$ cat src/verilog/cpu_macros.svh
`ifndef CPU_MACROS_SVH
`define CPU_MACROS_SVH

// data path and bus widths
`define CPU_WIDTH      32
`define CPU_ADDR_SIZE  32

// register file indexing
`define CPU_REG_BITS   4
`define CPU_LINK_REG   14   // return address on call
`define CPU_PC_REG     15   // program counter

`endif

$ cat src/verilog/cpu_pkg.sv
`include "cpu_macros.svh"

package cpu_pkg;

   typedef enum logic [2:0] {
      opc_nop, opc_ld, opc_st, opc_mov, opc_ldl0, opc_ldl, opc_ldh, opc_op
   } opcode_e;

   // unlisted codes give a zero result
   typedef enum logic [4:0] {
      alu_add, alu_adc, alu_sub, alu_sbc, alu_and,
      alu_or, alu_xor, alu_shl, alu_shr, alu_passb
   } alu_op_e;

   typedef enum logic [2:0] {
      wb_target, wb_mem, wb_ra, wb_lit0, wb_litl, wb_lith, wb_alu
   } wb_sel_e;

   // one instruction word, seen either as a call or as a register op
   typedef union packed {
      struct packed {
         logic [1:0]  cond_flag;    // 00 s, 01 c, 10 z, 11 v
         logic        cond_value;
         logic        cond_always;  // set means check the flag
         logic        call;
         logic [26:0] target;
      } c;
      struct packed {
         logic [1:0]               cond_flag;
         logic                     cond_value;
         logic                     cond_always;
         logic                     call;
         opcode_e                  opcode;
         logic [`CPU_REG_BITS-1:0] rd;
         logic [`CPU_REG_BITS-1:0] ra;
         logic [`CPU_REG_BITS-1:0] rb;   // top of the literal
         alu_op_e                  alu_op;
         logic [6:0]               unused;
      } r;
   } inst_t;

endpackage

$ cat src/verilog/schedm.sv
`timescale 1ns/1ns

module schedm (
   input  logic clk,
   input  logic arst_n,
   output logic phf,
   output logic phe,
   output logic phm,
   output logic phw
);

   logic [3:0] ring;   // one-hot phase ring

   always_ff @(posedge clk or negedge arst_n) begin
      if (!arst_n) begin
         ring <= 4'b0001;   // fetch first
      end else begin
         ring <= {ring[2:0], ring[3]};
      end
   end

   assign phf = ring[0];  // fetch into IR
   assign phe = ring[1];  // pc increment, link
   assign phm = ring[2];  // memory access
   assign phw = ring[3];  // writeback, flags

endmodule

$ cat src/verilog/inst_decode.sv
`timescale 1ns/1ns
`include "cpu_macros.svh"

module inst_decode import cpu_pkg::*; (
   input  logic                      clk,
   input  logic                      arst_n,
   input  logic                      phf,
   input  logic                      phe,
   input  logic                      phm,
   input  logic                      phw,
   input  logic [`CPU_WIDTH-1:0]     mbus_din,
   input  logic [`CPU_WIDTH-1:0]     opa,
   input  logic [`CPU_WIDTH-1:0]     pc,
   input  logic                      c_res,
   input  logic                      z_res,
   input  logic                      s_res,
   input  logic                      v_res,
   output logic [`CPU_REG_BITS-1:0]  ra,
   output logic [`CPU_REG_BITS-1:0]  rb,
   output logic [`CPU_REG_BITS-1:0]  rd,
   output alu_op_e                   alu_op,
   output logic                      flag_c,
   output logic                      flag_z,
   output logic                      flag_s,
   output logic                      flag_v,
   output wb_sel_e                   wb_sel,
   output logic                      wb_en,
   output logic                      link_en,
   output logic [`CPU_WIDTH-1:0]     jump_target,
   output logic [15:0]               literal,
   output logic [`CPU_ADDR_SIZE-1:0] mbus_aout,
   output logic                      mbus_wen
);

   inst_t ir;
   logic  ena;        // condition passed
   logic  inst_op;
   logic  inst_ld;
   logic  inst_st;
   logic  inst_wb;

   always_ff @(posedge clk or negedge arst_n) begin
      if (!arst_n) begin
         ir <= '0;   // decodes as nop
         {flag_v, flag_z, flag_s, flag_c} <= 4'b0000;
      end else begin
         if (phf) ir <= mbus_din;
         if (phw && ena && inst_op) begin
            {flag_v, flag_z, flag_s, flag_c} <= {v_res, z_res, s_res, c_res};
         end
      end
   end

   assign ra          = ir.r.ra;
   assign rb          = ir.r.rb;
   assign rd          = ir.r.rd;
   assign alu_op      = ir.r.alu_op;
   assign literal     = {ir.r.rb, ir.r.alu_op, ir.r.unused};
   assign jump_target = {{(`CPU_WIDTH-27){1'b0}}, ir.c.target};

   assign inst_op = !ir.r.call && (ir.r.opcode == opc_op);
   assign inst_ld = !ir.r.call && (ir.r.opcode == opc_ld);
   assign inst_st = !ir.r.call && (ir.r.opcode == opc_st);
   assign inst_wb = ir.r.call || !(ir.r.opcode inside {opc_nop, opc_st});

   // flag test, skipped when always-check is clear
   always_comb begin
      case (ir.c.cond_flag)
         2'b00:   ena = (ir.c.cond_value == flag_s);
         2'b01:   ena = (ir.c.cond_value == flag_c);
         2'b10:   ena = (ir.c.cond_value == flag_z);
         default: ena = (ir.c.cond_value == flag_v);
      endcase
      if (!ir.c.cond_always) ena = 1'b1;
   end

   always_comb begin
      if (ir.r.call) begin
         wb_sel = wb_target;
      end else begin
         case (ir.r.opcode)
            opc_ld:   wb_sel = wb_mem;
            opc_mov:  wb_sel = wb_ra;
            opc_ldl0: wb_sel = wb_lit0;
            opc_ldl:  wb_sel = wb_litl;
            opc_ldh:  wb_sel = wb_lith;
            default:  wb_sel = wb_alu;   // op, nop and st
         endcase
      end
   end

   assign wb_en   = ena && inst_wb;             // qualified by phw in rfm
   assign link_en = ena && ir.c.call && phe;

   assign mbus_aout = ((phm && inst_st) || (inst_ld && (phm || phw))) ? opa : pc;
   assign mbus_wen  = ena && phm && inst_st;

endmodule

$ cat src/verilog/alu.sv
`timescale 1ns/1ns
`include "cpu_macros.svh"

module alu import cpu_pkg::*; (
   input  alu_op_e                  alu_op,
   input  logic [`CPU_WIDTH-1:0]    opa,
   input  logic [`CPU_WIDTH-1:0]    opb,
   input  logic                     flag_c,
   output logic [`CPU_WIDTH-1:0]    alu_res,
   output logic                     c_res,
   output logic                     v_res,
   output logic                     z_res,
   output logic                     s_res
);

   localparam int W = `CPU_WIDTH;

   logic         is_sub;
   logic         cin;
   logic [W-1:0] b_in;   // adder b operand, inverted for subtract
   logic [W:0]   sum;

   // one adder serves all four arithmetic ops
   always_comb begin
      is_sub = (alu_op == alu_sub) || (alu_op == alu_sbc);
      case (alu_op)
         alu_adc: cin = flag_c;
         alu_sub: cin = 1'b1;
         alu_sbc: cin = !flag_c;   // borrow in
         default: cin = 1'b0;
      endcase
      b_in = is_sub ? ~opb : opb;
      sum  = {1'b0, opa} + {1'b0, b_in} + {{W{1'b0}}, cin};
   end

   always_comb begin
      alu_res = '0;
      c_res   = 1'b0;
      v_res   = 1'b0;
      case (alu_op)
         alu_add, alu_adc, alu_sub, alu_sbc: begin
            alu_res = sum[W-1:0];
            c_res   = is_sub ? !sum[W] : sum[W];   // borrow for subtract
            v_res   = (opa[W-1] == b_in[W-1]) && (sum[W-1] != opa[W-1]);
         end
         alu_and: alu_res = opa & opb;
         alu_or:  alu_res = opa | opb;
         alu_xor: alu_res = opa ^ opb;
         alu_shl: begin
            alu_res = {opa[W-2:0], 1'b0};   // one bit per op
            c_res   = opa[W-1];
         end
         alu_shr: begin
            alu_res = {1'b0, opa[W-1:1]};
            c_res   = opa[0];
         end
         alu_passb: alu_res = opb;
         default: ;
      endcase
   end

   assign z_res = (alu_res == '0);
   assign s_res = alu_res[W-1];

endmodule

$ cat src/verilog/rfm.sv
`timescale 1ns/1ns
`include "cpu_macros.svh"

module rfm import cpu_pkg::*; (
   input  logic                     clk,
   input  logic                     arst_n,
   input  logic                     phe,
   input  logic                     phw,
   input  logic                     wb_en,
   input  logic                     link_en,
   input  wb_sel_e                  wb_sel,
   input  logic [`CPU_REG_BITS-1:0] ra,
   input  logic [`CPU_REG_BITS-1:0] rb,
   input  logic [`CPU_REG_BITS-1:0] rd,
   input  logic [`CPU_REG_BITS-1:0] test_sel,
   input  logic [`CPU_WIDTH-1:0]    jump_target,
   input  logic [15:0]              literal,
   input  logic [`CPU_WIDTH-1:0]    mbus_din,
   input  logic [`CPU_WIDTH-1:0]    alu_res,
   output logic [`CPU_WIDTH-1:0]    opa,
   output logic [`CPU_WIDTH-1:0]    opb,
   output logic [`CPU_WIDTH-1:0]    opd,
   output logic [`CPU_WIDTH-1:0]    test_out,
   output logic [`CPU_WIDTH-1:0]    pc
);

   localparam int NREGS = 2 ** `CPU_REG_BITS;

   logic [`CPU_WIDTH-1:0]    regs [NREGS];
   logic [`CPU_WIDTH-1:0]    pc_next;
   logic [`CPU_WIDTH-1:0]    wb_data;
   logic [`CPU_REG_BITS-1:0] wb_address;

   assign opa      = regs[ra];
   assign opb      = regs[rb];
   assign opd      = regs[rd];
   assign test_out = regs[test_sel];
   assign pc       = regs[`CPU_PC_REG];
   assign pc_next  = pc + `CPU_WIDTH'(1);   // also the return address

   always_comb begin
      case (wb_sel)
         wb_target: wb_data = jump_target;
         wb_mem:    wb_data = mbus_din;
         wb_ra:     wb_data = opa;
         wb_lit0:   wb_data = {{(`CPU_WIDTH-16){1'b0}}, literal};
         wb_litl:   wb_data = {opd[`CPU_WIDTH-1:16], literal};   // keep high half
         wb_lith:   wb_data = {literal, opd[15:0]};              // keep low half
         default:   wb_data = alu_res;
      endcase
   end

   // call always lands in the pc
   assign wb_address = (wb_sel == wb_target) ? `CPU_REG_BITS'(`CPU_PC_REG) : rd;

   always_ff @(posedge clk or negedge arst_n) begin
      if (!arst_n) begin
         for (int i = 0; i < NREGS; i++) regs[i] <= '0;
      end else begin
         if (phe) regs[`CPU_PC_REG] <= pc_next;
         if (link_en) regs[`CPU_LINK_REG] <= pc_next;
         if (phw && wb_en) regs[wb_address] <= wb_data;
      end
   end

endmodule

$ cat src/verilog/cpu.sv
`timescale 1ns/1ns
`include "cpu_macros.svh"

module cpu import cpu_pkg::*; (
   input  logic                      clk,
   input  logic                      arst_n,
   input  logic [`CPU_WIDTH-1:0]     mbus_din,
   input  logic [`CPU_REG_BITS-1:0]  test_sel,
   output logic [`CPU_ADDR_SIZE-1:0] mbus_aout,
   output logic [`CPU_WIDTH-1:0]     mbus_dout,
   output logic                      mbus_wen,
   output logic [`CPU_WIDTH-1:0]     test_out
);

   // phase strobes
   logic phf, phe, phm, phw;

   // operands and results
   logic [`CPU_WIDTH-1:0]    opa, opb, opd, pc;
   logic [`CPU_WIDTH-1:0]    alu_res;
   logic                     c_res, z_res, s_res, v_res;
   logic                     flag_c, flag_z, flag_s, flag_v;

   // decoded controls
   logic [`CPU_REG_BITS-1:0] ra, rb, rd;
   alu_op_e                  alu_op;
   wb_sel_e                  wb_sel;
   logic                     wb_en, link_en;
   logic [`CPU_WIDTH-1:0]    jump_target;
   logic [15:0]              literal;

   schedm scheduler (.clk, .arst_n, .phf, .phe, .phm, .phw);

   inst_decode decoder (
      .clk, .arst_n, .phf, .phe, .phm, .phw, .mbus_din, .opa, .pc,
      .c_res, .z_res, .s_res, .v_res,
      .ra, .rb, .rd, .alu_op, .flag_c, .flag_z, .flag_s, .flag_v,
      .wb_sel, .wb_en, .link_en, .jump_target, .literal, .mbus_aout, .mbus_wen
   );

   alu alu_inst (
      .alu_op, .opa, .opb, .flag_c,
      .alu_res, .c_res, .v_res, .z_res, .s_res
   );

   rfm regs (
      .clk, .arst_n, .phe, .phw, .wb_en, .link_en, .wb_sel,
      .ra, .rb, .rd, .test_sel, .jump_target, .literal, .mbus_din, .alu_res,
      .opa, .opb, .opd, .test_out, .pc
   );

   assign mbus_dout = opd;   // store data is Rd

endmodule

$ cat config.mk
export PLATFORM = sky130hd
export DESIGN_NAME = cpu
export DESIGN_NICKNAME = d
export VERILOG_FILES = /design/src/verilog/cpu_pkg.sv /design/src/verilog/schedm.sv /design/src/verilog/inst_decode.sv /design/src/verilog/alu.sv /design/src/verilog/rfm.sv /design/src/verilog/cpu.sv
export VERILOG_INCLUDE_DIRS = /design/src /design/src/verilog
export SDC_FILE = /design/constraint.sdc
export NUM_CORES = 2
export LEC_CHECK = 0
export ABC_AREA = 1
export ABC_CLOCK_PERIOD_IN_PS = 6800
export BUFFER_PORTS_ARGS = -buffer_cell sky130_fd_sc_hd__clkbuf_2
export CELL_PAD_IN_SITES_DETAIL_PLACEMENT = 1
export CELL_PAD_IN_SITES_GLOBAL_PLACEMENT = 2
export CORE_MARGIN = 8
export CORE_UTILIZATION = 39
export CTS_BUF_LIST = sky130_fd_sc_hd__clkbuf_2
export DETAILED_ROUTE_END_ITERATION = 16
export GPL_ROUTABILITY_DRIVEN = 0
export HOLD_SLACK_MARGIN = 0.05
export PLACE_DENSITY = 0.89
export SLEW_MARGIN = 10
export SYNTH_ARGS = -nofsm -noshare
export SYNTH_HDL_FRONTEND = slang
export SYNTH_SLANG_ARGS = --single-unit
export TNS_END_PERCENT = 50
$ cat constraint.sdc
create_clock -name clk -period 6.8 [get_ports clk]
set_clock_uncertainty 0.05 [all_clocks]
set_input_delay 1.36 -clock clk [delete_from_list [all_inputs] [get_ports clk]]
set_output_delay 1.36 -clock clk [all_outputs]
set_load 0.05 [all_outputs]
==> impl_results.md <==
* Internal power at 4.441 mW
* CTS max path bufs at 3
* Highest routing layer actually used: met5
* Synthesized area per cell at 6.429 um2
* Mapped Area at 46,380 um2
* RSZ-0062 raised after global routing: false
* Fill count at 15,813
* Max_cap viols at 0
* Initial core utilization at 39.28%
* First-pass GRT wire length at 370.8 mm
* Crit Path Max Fanout at 39
* Placed cells at 8,402
* EDFF count, synth at 0
* Worst-margin pin slew at 1259 ps
* Final std cells w/o fill at 8,737
* Final Cycle Share at 98.83%
* Sw Pwr at 2.153 mW
* Dominant synthesized flop cell: dfrtp_1
* P_leak at 24.16 nW
* Met1 wire length at 98.42 mm
* Setup tns final at 0 ps
* DRT iter0 DRCs at 7,131
* Pin count of the biggest net entering global routing at 177
* PwrDens at 133.8 nW/um2
* Setup-failing EPs final at 0
* Initial DRT Pass Iterations at 7
* Core ar. at 118,100 um2
* Status: finished, final reports clean
* Flop pwr share at 49.7%
* Synth cell types at 55
* DP HPWL at 163.0 mm
* Switching fraction of total power at 32.65%
* Post-DP Area at 47,420 um2
* Reg clk slew, reported paths at 100 ps
* Row cnt at 126
* Metal3 WL at 27.10 mm
* Clock share of power at 42.7%
* Area leader, netlist: dfrtp_1
* Drt total wl at 254.0 mm
* Critical path launch point type: register
* Initial antenna violation count at 9
* Final Instance Area at 49,280 um2
* Mapped Cells at 7,215
* Clock Sinks at 552
* Dominant cells by area after synthesis: dfrtp_1 (30%), o21ai_0 (13%), nand2_1 (12%)
* Die width at 360.9 um
* Port Buffers at 134
* Crit path kind: register to primary output
* Mapped Nets at 7,351
* Sequential area share after synthesis at 29.78%
* Total global-route track usage at 37.37%
* Via count at 56,814
* Async S/R FF share, synth at 100.0%
* Max-slew headroom at 16.08%
* Vias in the first global route at 54,964
* CTS H-tree lvls at 4
* Post-route ant nets at 0
* Die footprint at 130,200 um2
* Total grt overflow at 0
* Commonest non-fill, non-tap cells in the layout: nand2_1 (1,543), o21ai_0 (1,197), nand3_1 (891), a21oi_1 (830), dfrtp_1 (539)
* Final Max Slew Viols at 0
* CP required at 5390 ps
* Number of hold violations in the final report at 0
* WL/cell at 29.07 um
* Peak supply drop at 0.1641 mV
* Hold Path Class: register to register
* NumNets Final at 7,206
* Clock Latency Late Sink at 1730 ps
* Top cell type's share of synthesized area at 29.73%
* Combinational Power Share at 7.5%
* Number of synthesized register bits at 552
* Fin crit period at 6720 ps
* Yosys warning total at 0
* Leading cell type in the layout, fill and taps excluded: nand2_1
* Vias/cell at 6.503
* Crit path DAT at 5310 ps
* Cts bufs inserted at 167
* TritonCTS clock tree: done
* Ratio of cells with drive above 1 in the final layout at 9.179%
* Post-CTS Setup Inserts at 0
* Layout area overhead at 6.240%
* Clock Tree Root: clkbuf_2
* DRC viols at 0
* Met2 routed WL at 106.2 mm
* Die Ht at 360.9 um
* IO Pins at 135
* Peak Freq at 148.8 MHz
* Crit end category: primary output
-- stage by stage --
| step | total power, mW | utilization, % | setup WS (ps) | hold WS (ps) |
|---|---|---|---|---|
| 2_1_floorplan | 3.580 | - | 1843 | 320.0 |
| 3_3_place_gp | 3.808 | 40.16 | 1415 | 348.9 |
| 3_5_place_dp | 3.814 | 40.16 | 1307 | 352.3 |
| 4_1_cts | 6.618 | 41.71 | 28.81 | 301.1 |
| 5_1_grt | 6.782 | 41.72 | 26.96 | 374.2 |
| 6_report | 6.595 | 41.73 | 79.55 | 371.9 |
-- path summary, 6_finish.rpt --
| kind | from | end | slack, ps | cells past startpoint |
|---|---|---|---|---|
| worst min-delay path | scheduler.ring[3] | scheduler.ring[0] | 370 | 0 |
| worst min register to register | scheduler.ring[3] | scheduler.ring[0] | 370 | 0 |
| max in group asynchronous | arst_n | decoder.ir[14] | 4740 | 4 |
| worst max register to register | decoder.ir[16] | regs.regs[112] | 1180 | 20 |
| min in group asynchronous | arst_n | regs.regs[60] | 610 | 3 |
| worst max-delay path | decoder.ir[17] | mbus_aout[14] | 80 | 9 |
-- cell families (layout without fill, tap and decap cells) --
family,count (synthesis),after routing,synth area share (%)
AO/OA/AOI/OAI,2528,2528,29.61
XOR/XNOR,63,63,1.190
adder cells (fa/ha/maj),98,98,2.676
buffers and inverters,1186,1161,11.05
flip-flops,552,552,29.78
other,0,11,0
AND/OR/NAND/NOR,2788,2788,25.68
-- routing by layer --
layer	up-vias	global-route usage (%)
met5	-	0
met4	6	27.86
met3	980	7.993
met2	3543	55.17
met1	27794	47.80
li1	24491	-
-- registers in the layout (all words and copies together), names as in the netlist --
register,count
decoder.flag_c,1
regs.regs,480
regs.pc,32
scheduler.ring,4
decoder.flag_s,1
decoder.ir,32
decoder.flag_v,1
decoder.flag_z,1
-- critical path, stage by stage, from the launching register on --
cell and delay [ps]:
dfrtp_4 600, buf_4 610, buf_4 580, a21oi_1 70, o21ai_0 100, nand3_1 130
nand3_1 190, nand2_1 170, o21ai_0 650, clkbuf_2 400
-- Yosys cell counts, types with 14 or more instances --
cell	count
buf_2	151
nor3_1	27
o221ai_1	57
o21ai_1	131
a221oi_1	25
nand2_1	1544
xor2_1	61
nor2_1	240
clkbuf_2	14
o22ai_1	20
nand4_1	15
o21ai_0	1200
clkbuf_1	343
buf_1	38
buf_4	45
o211ai_1	212
ha_1	96
nor2_2	14
nand3_1	891
dfrtp_1	551
or2_2	15
inv_1	541
buf_6	39
a21oi_1	830
-- repair_timing --
action,CTS,global route
hold buffers,35,0
setup endpoints to repair,5,1
hold endpoints to repair,138,0
gates resized for setup,3,1
-- cell type report --
cell class	count	area [um2]	share of cell area [%]
Clock inverter	51	276.5	0.5612
Multi-Input combinational cell	5477	27480	55.78
Tap cell	1536	1922	3.900
Antenna cell	11	27.53	0.05586
Clock buffer	238	1191	2.417
Timing Repair Buffer	316	2404	4.878
Sequential cell	552	13850	28.11
Inverter	556	2120	4.301
-- power groups by stage --
stage	Combinational [mW]	Sequential (mW)	Clock, mW
after floorplan	0.234	3.35	0
after global placement	0.464	3.34	0
after detailed placement	0.470	3.34	0
after CTS	0.489	3.28	2.85
after global routing	0.525	3.28	2.98
final	0.497	3.28	2.82
No activity file was read; power rests on OpenSTA's default activity.
